**src/coherence_pkg.sv**
```systemverilog
/*
 * Shared types for the snooping MESI bus and its L2 model.
 * Addresses are byte addresses carried in one 32-bit word; the L2
 * model only keeps L2_WORDS words and wraps higher addresses.
 */
package coherence_pkg;

    // one bus word, used for addresses and single L2 beats
    typedef logic [31:0] word_t;

    // bus controller FSM
    typedef enum logic [3:0] {
        IDLE,
        GRANT_R,
        GRANT_RX,
        GRANT_EVICT,
        GRANT_INV,
        SNOOP_R,
        SNOOP_RX,
        SNOOP_INV,
        TRANSFER_R,
        TRANSFER_RX,
        READ_L2,
        WRITEBACK_MS,        // cache to cache transfer plus writeback of dirty data
        WRITEBACK,
        BUS_TO_CACHE,
        INVALIDATE
    } bus_state_t;

    // L2 status; L2_ACCESS lasts exactly one cycle per access
    typedef enum logic [1:0] {
        L2_FREE,
        L2_BUSY,
        L2_ACCESS
    } l2_state_t;

    localparam int L2_WORDS = 256;    // words held by the L2 model

endpackage

```
**src/bus_ctrl.sv**
```systemverilog
`timescale 1ns/1ps

/*
 * MESI snooping bus controller, one transaction at a time.
 * Fixed priority: evict, read-exclusive, read, invalidate; highest cache
 * index wins within a kind. Needs CPUS >= 2 and BLOCK_SIZE a power of two.
 * abort_bus drops the transaction on the next edge without waiting for L2,
 * so an access already issued to L2 still completes there.
 */
module bus_ctrl #(
    parameter int BLOCK_SIZE = 2,
    parameter int CPUS       = 4
) (
    input  logic                                 CLK,
    input  logic                                 nRST,
    input  logic [CPUS-1:0]                      dREN,
    input  logic [CPUS-1:0]                      dWEN,
    input  logic [CPUS-1:0]                      ccwrite,
    input  coherence_pkg::word_t [CPUS-1:0]      daddr,
    input  logic [CPUS-1:0][BLOCK_SIZE*32-1:0]   dstore,
    input  logic [CPUS-1:0]                      ccsnoophit,
    input  logic [CPUS-1:0]                      ccIsPresent,
    input  logic [CPUS-1:0]                      ccdirty,
    input  logic [CPUS-1:0]                      ccsnoopdone,
    input  coherence_pkg::word_t                 l2load,
    input  coherence_pkg::l2_state_t             l2state,
    input  logic                                 abort_bus,
    output logic [CPUS-1:0]                      dwait,
    output logic [CPUS-1:0]                      ccwait,
    output logic [CPUS-1:0]                      ccinv,
    output logic [CPUS-1:0]                      ccexclusive,
    output logic [CPUS-1:0][BLOCK_SIZE*32-1:0]   dload,
    output coherence_pkg::word_t [CPUS-1:0]      ccsnoopaddr,
    output coherence_pkg::word_t                 l2addr,
    output coherence_pkg::word_t                 l2store,
    output logic                                 l2REN,
    output logic                                 l2WEN
);
    import coherence_pkg::*;

    localparam int    OFFSET_W   = $clog2(BLOCK_SIZE) + 2;   // byte + word offset in a block
    localparam int    CPU_W      = $clog2(CPUS);
    localparam int    BEAT_W     = (BLOCK_SIZE > 1) ? $clog2(BLOCK_SIZE) : 1;
    localparam word_t BLOCK_MASK = ~word_t'((1 << OFFSET_W) - 1);

    bus_state_t state, nstate;

    logic [CPU_W-1:0]  requester, nrequester;
    logic [CPU_W-1:0]  supplier, nsupplier;
    logic              rx_txn, nrx_txn;          // read-exclusive in flight
    logic              exclusive_q, nexclusive;  // no other cache holds the block
    logic [BEAT_W-1:0] beat, nbeat, beat_nx;
    logic              last_beat;
    logic              l2_done;
    logic              wb_first;                 // first cycle of WRITEBACK_MS

    // snoop answers collected while the snoopers report at their own pace
    logic [CPUS-1:0] snoop_done_q, snoop_hit_q, snoop_pres_q, snoop_dirty_q;
    logic [CPUS-1:0] nsnoop_done, nsnoop_hit, nsnoop_pres, nsnoop_dirty;
    logic            in_snoop, snoop_all;

    logic [CPUS-1:0] others;
    logic [CPUS-1:0] rx_req, rd_req, inv_req;

    word_t [CPUS-1:0]        nccsnoopaddr;
    word_t                   nl2addr, nl2store, req_block_addr;
    logic [BLOCK_SIZE*32-1:0] ndload, wb_block;

    // highest set index wins
    function automatic logic [CPU_W-1:0] prio_enc(input logic [CPUS-1:0] v);
        logic [CPU_W-1:0] idx;
        idx = '0;
        for (int i = 0; i < CPUS; i++) begin
            if (v[i])
                idx = CPU_W'(i);
        end
        return idx;
    endfunction

    assign rx_req  = dREN & ccwrite;
    assign rd_req  = dREN & ~ccwrite;
    assign inv_req = ccwrite & ~dREN;

    assign others         = ~(CPUS'(1) << requester);
    assign req_block_addr = daddr[requester] & BLOCK_MASK;

    assign in_snoop     = (state == SNOOP_R) || (state == SNOOP_RX) || (state == SNOOP_INV);
    assign nsnoop_done  = snoop_done_q | (ccsnoopdone & others);
    assign nsnoop_hit   = snoop_hit_q | (ccsnoophit & ccsnoopdone & others);
    assign nsnoop_pres  = snoop_pres_q | (ccIsPresent & ccsnoopdone & others);
    assign nsnoop_dirty = snoop_dirty_q | (ccdirty & ccsnoopdone & others);
    assign snoop_all    = &(nsnoop_done | ~others);   // every non-requester has reported

    assign l2_done   = (l2state == L2_ACCESS);
    assign last_beat = (beat == BEAT_W'(BLOCK_SIZE - 1));
    assign beat_nx   = beat + 1'b1;
    assign wb_block  = (state == WRITEBACK_MS) ? dload[requester] : dstore[requester];

    always_ff @(posedge CLK, negedge nRST) begin
        if (!nRST) begin
            state         <= IDLE;
            requester     <= '0;
            supplier      <= '0;
            rx_txn        <= 1'b0;
            exclusive_q   <= 1'b0;
            beat          <= '0;
            wb_first      <= 1'b0;
            snoop_done_q  <= '0;
            snoop_hit_q   <= '0;
            snoop_pres_q  <= '0;
            snoop_dirty_q <= '0;
            ccsnoopaddr   <= '0;
            dload         <= '0;
            l2addr        <= '0;
            l2store       <= '0;
        end else begin
            state                <= nstate;
            requester            <= nrequester;
            supplier             <= nsupplier;
            rx_txn               <= nrx_txn;
            exclusive_q          <= nexclusive;
            beat                 <= nbeat;
            wb_first             <= (nstate == WRITEBACK_MS) && (state != WRITEBACK_MS);
            ccsnoopaddr          <= nccsnoopaddr;
            dload[requester]     <= ndload;     // only the requester's block changes
            l2addr               <= nl2addr;
            l2store              <= nl2store;
            if (state == IDLE) begin
                snoop_done_q  <= '0;
                snoop_hit_q   <= '0;
                snoop_pres_q  <= '0;
                snoop_dirty_q <= '0;
            end else if (in_snoop) begin
                snoop_done_q  <= nsnoop_done;
                snoop_hit_q   <= nsnoop_hit;
                snoop_pres_q  <= nsnoop_pres;
                snoop_dirty_q <= nsnoop_dirty;
            end
        end
    end

    // next state
    always_comb begin
        nstate = state;
        case (state)
            IDLE: begin
                if (|dWEN)
                    nstate = GRANT_EVICT;
                else if (|rx_req)
                    nstate = GRANT_RX;
                else if (|rd_req)
                    nstate = GRANT_R;
                else if (|inv_req)
                    nstate = GRANT_INV;
            end
            GRANT_R:     nstate = SNOOP_R;
            GRANT_RX:    nstate = SNOOP_RX;
            GRANT_INV:   nstate = SNOOP_INV;
            GRANT_EVICT: nstate = WRITEBACK;
            SNOOP_R: begin
                if (snoop_all)
                    nstate = (|nsnoop_hit) ? TRANSFER_R : READ_L2;
            end
            SNOOP_RX: begin
                if (snoop_all)
                    nstate = (|nsnoop_hit) ? TRANSFER_RX : READ_L2;
            end
            SNOOP_INV: begin
                if (snoop_all)
                    nstate = INVALIDATE;
            end
            TRANSFER_R:  nstate = snoop_dirty_q[supplier] ? WRITEBACK_MS : BUS_TO_CACHE;
            TRANSFER_RX: nstate = BUS_TO_CACHE;   // new owner takes the dirty data as M
            READ_L2: begin
                if (l2_done && last_beat)
                    nstate = BUS_TO_CACHE;
            end
            WRITEBACK_MS, WRITEBACK: begin
                if (l2_done && last_beat)
                    nstate = IDLE;
            end
            BUS_TO_CACHE, INVALIDATE: nstate = IDLE;
            default:                  nstate = IDLE;
        endcase
        if (abort_bus)
            nstate = IDLE;
    end

    // outputs and datapath
    always_comb begin
        nrequester   = requester;
        nsupplier    = supplier;
        nrx_txn      = rx_txn;
        nexclusive   = exclusive_q;
        nbeat        = beat;
        nccsnoopaddr = ccsnoopaddr;
        nl2addr      = l2addr;
        nl2store     = l2store;
        ndload       = dload[requester];
        dwait        = '1;
        ccwait       = '0;
        ccinv        = '0;
        ccexclusive  = '0;
        l2REN        = 1'b0;
        l2WEN        = 1'b0;
        case (state)
            IDLE: begin
                nbeat   = '0;
                nrx_txn = ~(|dWEN) & (|rx_req);
                if (|dWEN)
                    nrequester = prio_enc(dWEN);
                else if (|rx_req)
                    nrequester = prio_enc(rx_req);
                else if (|rd_req)
                    nrequester = prio_enc(rd_req);
                else if (|inv_req)
                    nrequester = prio_enc(inv_req);
            end
            GRANT_R, GRANT_RX, GRANT_INV: begin
                for (int i = 0; i < CPUS; i++) begin
                    if (others[i])
                        nccsnoopaddr[i] = req_block_addr;
                end
            end
            GRANT_EVICT: begin
                nl2addr  = req_block_addr;
                nl2store = dstore[requester][31:0];   // first beat ready for the L2 request
            end
            SNOOP_R, SNOOP_RX: begin
                ccwait = others;
                if (state == SNOOP_RX)
                    ccinv = others;
                nl2addr    = req_block_addr;
                nsupplier  = prio_enc(nsnoop_hit);
                nexclusive = ~(|nsnoop_pres);
            end
            SNOOP_INV: begin
                ccwait = others;
                ccinv  = others;
            end
            TRANSFER_R, TRANSFER_RX: begin
                ccwait = others;
                if (state == TRANSFER_RX)
                    ccinv = others;    // late snoopers may still be catching up
                ndload   = dstore[supplier];
                nl2store = dstore[supplier][31:0];
            end
            READ_L2: begin
                l2REN = ~l2_done;   // drop for the strobe cycle so L2 sees a fresh request
                if (l2_done) begin
                    ndload[beat*32 +: 32] = l2load;
                    nbeat = last_beat ? '0 : beat_nx;
                    if (!last_beat)
                        nl2addr = l2addr + 32'd4;
                end
            end
            WRITEBACK_MS, WRITEBACK: begin
                l2WEN = ~l2_done;
                if ((state == WRITEBACK_MS) && wb_first) begin
                    dwait[requester]       = 1'b0;   // requester already has its data
                    ccexclusive[requester] = exclusive_q;
                end
                if (l2_done) begin
                    nbeat = last_beat ? '0 : beat_nx;
                    if (!last_beat) begin
                        nl2addr  = l2addr + 32'd4;
                        nl2store = wb_block[beat_nx*32 +: 32];
                    end else if (state == WRITEBACK) begin
                        dwait[requester] = 1'b0;     // eviction done
                    end
                end
            end
            BUS_TO_CACHE: begin
                dwait[requester]       = 1'b0;
                ccexclusive[requester] = exclusive_q;
                if (rx_txn)
                    ccinv = others;
            end
            INVALIDATE: dwait[requester] = 1'b0;
            default: ;
        endcase
    end

endmodule

```
**config.mk**
```make
export PLATFORM = sky130hd
export DESIGN_NAME = bus_ctrl
export DESIGN_NICKNAME = d
export VERILOG_FILES = /design/src/coherence_pkg.sv /design/src/bus_ctrl.sv
export SDC_FILE = /design/constraint.sdc
export NUM_CORES = 1
export LEC_CHECK = 0
export BUFFER_PORTS_ARGS = -buffer_cell sky130_fd_sc_hd__buf_4
export CORE_AREA = 2 2 360 362
export DETAILED_ROUTE_END_ITERATION = 12
export DIE_AREA = 0 0 362 364
export HOLD_SLACK_MARGIN = 0.02
export SLEW_MARGIN = 20
export SYNTH_ARGS = -nofsm -noshare
export SYNTH_HDL_FRONTEND = slang
export SYNTH_SLANG_ARGS = --single-unit
```
**constraint.sdc**
```tcl
create_clock -name CLK -period 3.6 [get_ports CLK]
set_clock_uncertainty 0.05 [all_clocks]
set_input_delay 0.9 -clock CLK [delete_from_list [all_inputs] [get_ports CLK]]
set_output_delay 0.9 -clock CLK [all_outputs]
set_load 0.03 [all_outputs]
```
==> results of run 1 <==
==> per-layer routing <==
metal,GRT usage,routed length [um],vias up
met2,0.300,58900,1258
met1,0.248,54300,12200
li1,-,-,10800
met4,0.0739,5370,28
met3,0.0542,11900,267
met5,0,170,-
==> final cells by class <==
class	count	area share
inverters	8	0.000924
flip-flops and latches	462	0.317
well taps	1675	0.0573
clock inverters	19	0.00664
repair buffers	1001	0.212
clock buffers	85	0.0469
multi-input cells	1774	0.359
diodes	9	0.000616
==> Yosys cell counts, drive strengths merged, types with 5 or more instances <==
master	instances	area, um^2
nand2	505	1900
dfrtp	462	11600
o21ai	404	2030
mux4	193	4350
clkbuf	114	429
buf	104	593
a21oi	98	502
nor2	76	295
a221oi	40	450
mux2i	38	380
and2	36	225
a22o	35	307
a211oi	33	248
nand2b	33	206
o221ai	33	289
nand3	27	145
a22oi	26	195
nor2b	22	138
a21o	18	135
a31o	16	140
mux2	14	158
a31oi	13	81.3
and3	13	81.3
a21boi	11	82.6
a41oi	8	70.1
nor3	8	45.0
inv	7	26.3
nand4	6	43.8
o211ai	5	37.5
==> where the power goes <==
| group | internal (uW) | switching, uW | leakage [uW] |
|---|---|---|---|
| clock network | 3510 | 2450 | 0.000953 |
| logic | 7600 | 13100 | 0.00982 |
| registers | 7280 | 1980 | 0.00592 |
| total | 18400 | 17500 | 0.0167 |
==> state kept, by name (all words and copies together), names as in the netlist, 2 cells and up <==
| register | count |
|---|---|
| state | 4 |
| l2store | 32 |
| ccsnoopaddr | 116 |
| snoop_hit_q | 4 |
| l2addr | 30 |
| dload | 256 |
| snoop_done_q | 4 |
| supplier | 2 |
| snoop_dirty_q | 4 |
| requester | 2 |
| snoop_pres_q | 4 |
==> logic make-up after synthesis <==
| group | synth area share |
|---|---|
| AO/OA/AOI/OAI | 0.188 |
| AND/OR/NAND/NOR | 0.126 |
| flip-flops | 0.452 |
| multiplexers | 0.191 |
| buffers and inverters | 0.0411 |
| XOR/XNOR | 0.00103 |
| adder cells (fa/ha/maj) | 0.000489 |
| other | 0.000147 |
==> timing repair <==
item | 4_1_cts | 5_1_grt
hold buffers | 0 | 0
gates resized for setup | 0 | 1
endpoints found under the setup margin | 0 | 4
buffers inserted | 0 | 1
==> layout by cell type (no fill, tap or decap), types with 18 or more instances in the layout <==
cell type | Yosys | layout
a21oi_1 | 95 | 95
nor2_1 | 72 | 70
buf_4 | 28 | 982
nor2b_1 | 22 | 22
a211oi_1 | 33 | 33
a21o_1 | 18 | 18
o21ai_0 | 402 | 401
o221ai_1 | 33 | 33
nand2_1 | 505 | 499
nand3_1 | 25 | 24
a221oi_1 | 24 | 24
buf_12 | 0 | 18
mux4_2 | 193 | 193
and2_1 | 36 | 36
a22oi_1 | 26 | 26
mux2i_1 | 38 | 38
nand2b_1 | 33 | 30
clkbuf_16 | 0 | 58
dfrtp_1 | 462 | 458
a22o_1 | 35 | 35
==> path summary, 6_finish.rpt <==
kind                                             startpoint                          end  slack, ps  cells after the start
worst max-delay path                     state[2]$_DFF_PN0_               ccexclusive[0]        230                      7
worst min-delay path                                   nRST      l2store[24]$_DFFE_PN0P_        220                      1
worst min register to register  ccsnoopaddr[15]$_DFFE_PN0P_  ccsnoopaddr[15]$_DFFE_PN0P_        430                      2
worst max register to register           state[2]$_DFF_PN0_       dload[142]$_DFFE_PN0P_        470                      6
min in group CLK                ccsnoopaddr[15]$_DFFE_PN0P_  ccsnoopaddr[15]$_DFFE_PN0P_        430                      2
max in group asynchronous                              nRST       dload[238]$_DFFE_PN0P_       2330                      2
==> stage by stage <==
stage | cells | hold WS, ps | setup WS, ps
after floorplan | 2462 | 399 | 646
after global placement | 4919 | 413 | 435
after detailed placement | 4919 | 418 | 439
after CTS | 5023 | 207 | 97.2
after global routing | 5027 | 228 | 34.6
final | 5033 | 218 | 225
==> results_dict.tcl, run 1 <==
set metrics [dict create \
    gr-total-overflow 0 \
    maxSlewHeadroom 0.288 \
    critical_path.slowest_cell "dfrtp_1" \
    synth.yosys.seq_area_share 0.452 \
    hpwl_um 101000 \
    max_cap_violations 0 \
    grt_pass1_wl_um 182000 \
    slew_viol_final 0 \
    io_pins 915 \
    fin_area_um2 36600 \
    seqCellArea_um2 11600 \
    die_area_um2 132000 \
    avgViaCountPerCell 4.88 \
    cp_common_cell "buf_4" \
    rows 132 \
    nets 3754 \
    synth_seq_cells 462 \
    crit_type "flop to primary output" \
    synth_area_per_cell_um2 10.4 \
    synth_edf_count 0 \
    port_buffers 888 \
    drt_iter0_drc 2065 \
    cp_top_family "buffers and inverters" \
    grt_antenna_before_repair 33 \
    dr.pass1.iters 5 \
    num-fill-cells 13500 \
    power_density_nw_per_um2 982 \
    worstPathRequired_ps 2650 \
    critPathMaxStageDelay_ps 530 \
    netlist_instances 2449 \
    cp_max_fo 9 \
    drt-total-wl_um 131000 \
    cts_buffers 57 \
    yosysWarnings 0 \
    clock_latency_ps 650 \
    final_util 0.285 \
    worst-path-buf-inv 4 \
    drive_gt1_frac 0.410 \
    vias 24600 \
    ant_nets 0 \
    grt.total_usage 0.191 \
    synthArstFlopShare 1.00 \
    die_h_um 364 \
    status "complete, no violations" \
    avgRoutedWirePerCell_um 25.9 \
    synth_cell_types 73 \
    area_growth_syn_to_layout_pct 42.9 \
    p_leak_uw 0.0167 \
    rsz0062_at_grt "false" \
    cts_sinks 462 \
    hold_path.class "input port to asynchronous set/reset pin" \
    setup_viol_count_final 0 \
    cp_cell_sequence "clkinvlp_4 > o21ai_0 > nand4_1 > buf_4 > nor2_1 > buf_4 > buf_4" \
    grt_start_max_net_pins 105 \
    cts_root_buf "clkbuf_16" \
    gp_congestion 0.876 \
    synth_area_um2 25600 \
    finalHoldViolCount 0 \
    power_uw 35900 \
    start_util 0.199 \
    fin_crit_sh 0.937 \
    clockBufferDepth 3 \
    tritoncts "done" \
    arrival_ps 2420 \
    drc_errors 0 \
    htree_levels 2 \
    synth-main-ff-cell "dfrtp_1" \
    start_kind "flop" \
    core_area_um2 128000 \
    tightest_slew_ps 1070 \
    fin_tns_setup_ps 0 \
    die_w_um 362 \
    grt_pass1_vias 24400 \
    period_needed_ps 3370 \
    ir_drop_v 0.000671 \
    placed_area_um2 34600 \
    clk_transition_reported_paths_ps 60 \
    max_freq_mhz 296 \
    end_kind "primary output" \
    multi_input_area_um2 13100 \
]
Note: power is estimated with default switching activity, not from simulation.
==> run 2: changes to the inputs <==
==> constraint.sdc (replaced) <==
create_clock -name CLK -period 3.6 [get_ports CLK]
set_clock_uncertainty 0.05 [all_clocks]
set_input_delay 0.36 -clock CLK [delete_from_list [all_inputs] [get_ports CLK]]
set_output_delay 0.36 -clock CLK [all_outputs]
set_load 0.03 [all_outputs]
==> results_dict.tcl, run 2 (synthesis gave the netlist of run 1 again) <==
set metrics [dict create \
    gr-total-overflow 0 \
    clockBufferDepth 3 \
    ff2ff_setup_slack_ps 660 \
    start_kind "flop" \
    p_seq_frac 0.258 \
    vias 24700 \
    nets 3809 \
    status "complete, no violations" \
    comb_power_share 0.580 \
    grt_start_max_net_pins 130 \
    finalHoldViolCount 0 \
    drt_iter0_drc 2005 \
    final_common_cell "buf_4" \
    slew_viol_final 0 \
    end_kind "primary output" \
    hpwl_um 101000 \
    area_growth_syn_to_layout_pct 44.8 \
    p_sw_uw 17500 \
    arrival_ps 2940 \
    setup_viol_count_final 0 \
    p_leak_uw 0.0169 \
    cp_max_fo 17 \
    drc_errors 0 \
    switching_share 0.488 \
    intPower_uw 18400 \
    max_freq_mhz 298 \
    final_cell_mix "buf_4, nand2_1, dfrtp_1" \
    htree_levels 2 \
    maxSlewHeadroom 0.277 \
    io_pins 915 \
    tritoncts "done" \
    power.share.clock 0.161 \
    top_register "dload" \
    grt_pass1_vias 24600 \
    worstPathRequired_ps 3190 \
    grt_antenna_before_repair 32 \
    power_uw 35800 \
    period_needed_ps 3350 \
    hold_path.class "input port to flop" \
    die_h_um 364 \
    power_density_nw_per_um2 967 \
    port_buffers 888 \
    clk_transition_reported_paths_ps 60 \
    crit_type "flop to primary output" \
    fin_tns_setup_ps 0 \
    grt.total_usage 0.191 \
    max_cap_violations 0 \
    largest_reg_flops 256 \
    ir_drop_v 0.000440 \
    cts_root_buf "clkbuf_16" \
    drt-total-wl_um 131000 \
    ant_nets 0 \
    start_util 0.199 \
    avgRoutedWirePerCell_um 25.7 \
    cts_sinks 462 \
    dr.pass1.iters 7 \
    fin_crit_sh 0.931 \
    post_cts_resized 0 \
    clock_latency_ps 630 \
    rsz0062_at_grt "false" \
    die_w_um 362 \
    core_area_um2 128000 \
    gp_congestion 0.869 \
    drive_gt1_frac 0.402 \
    rows 132 \
    avgViaCountPerCell 4.86 \
    cts_buffers 56 \
    grt_pass1_wl_um 182000 \
    num-fill-cells 13400 \
    reg_top3 "dload (256), ccsnoopaddr (116), l2store (32)" \
    die_area_um2 132000 \
    tightest_slew_ps 1080 \
]
==> run 2: repair_timing <==
item / 4_1_cts / 5_1_grt
hold endpoints to repair: 245 / 0
buffers inserted: 0 / 0
hold buffers: 61 / 0
==> run 2: final cells by class <==
class | count | area [um^2] | share of cell area
diodes | 12 | 30.0 | 0.000810
clock buffers | 80 | 1680 | 0.0454
clock inverters | 16 | 164 | 0.00442
inverters | 8 | 30.0 | 0.000810
multi-input cells | 1774 | 13100 | 0.354
flip-flops and latches | 462 | 11600 | 0.312
well taps | 1675 | 2100 | 0.0565
repair buffers | 1057 | 8360 | 0.225
==> run 2: final timing paths <==
check | startpoint | end | cells after the start
min in group asynchronous | nRST | l2store[24]$_DFFE_PN0P_ | 2
worst max-delay path | state[2]$_DFF_PN0_ | dwait[1] | 6
worst min register to register | ccsnoopaddr[78]$_DFFE_PN0P_ | ccsnoopaddr[78]$_DFFE_PN0P_ | 2
worst min-delay path | dWEN[0] | requester[1]$_DFFE_PN0P_ | 4
max in group asynchronous | nRST | supplier[1]$_DFFE_PN0P_ | 3
worst max register to register | requester[1]$_DFFE_PN0P_ | wb_first$_DFF_PN0_ | 6
==> run 2: metrics by stage <==
stage / utilization / instances / hold WS [ps] / instance area, um^2 / setup slack, ps
2_1_floorplan: - / 2462 / 14.4 / 25600 / 1260
3_3_place_gp: 0.269 / 4915 / 413 / 34600 / 773
3_5_place_dp: 0.269 / 4915 / 420 / 34600 / 710
4_1_cts: 0.289 / 5072 / 22.2 / 37000 / 179
5_1_grt: 0.289 / 5080 / 53.1 / 37100 / 9.10
6_report: 0.289 / 5084 / 61.3 / 37100 / 249
==> run 2: critical path, cell delays in order, from the launching register on <==
cell and delay (ps):
dfrtp_1 710, clkinv_1 440, nor2_1 190, nor2_1 50, a311oi_1 570, nand2_1 140, buf_4 200
==> run 2: per-layer routing <==
layer / GRT usage / up-vias / wire (um)
met4: 0.0633 / 24 / 4360
li1: - / 10900 / -
met1: 0.247 / 12400 / 54800
met2: 0.304 / 1205 / 60000
met3: 0.0550 / 231 / 11300
met5: 0 / - / 161
==> run 2: power groups by stage <==
stage	clock (uW)	sequential (uW)	combinational [uW]
finish	5780	9260	20800
global route	6130	9490	22300
CTS	5910	9220	21000
detailed placement	0	9290	20900
global placement	0	9220	20600
floorplan	0	12100	9190
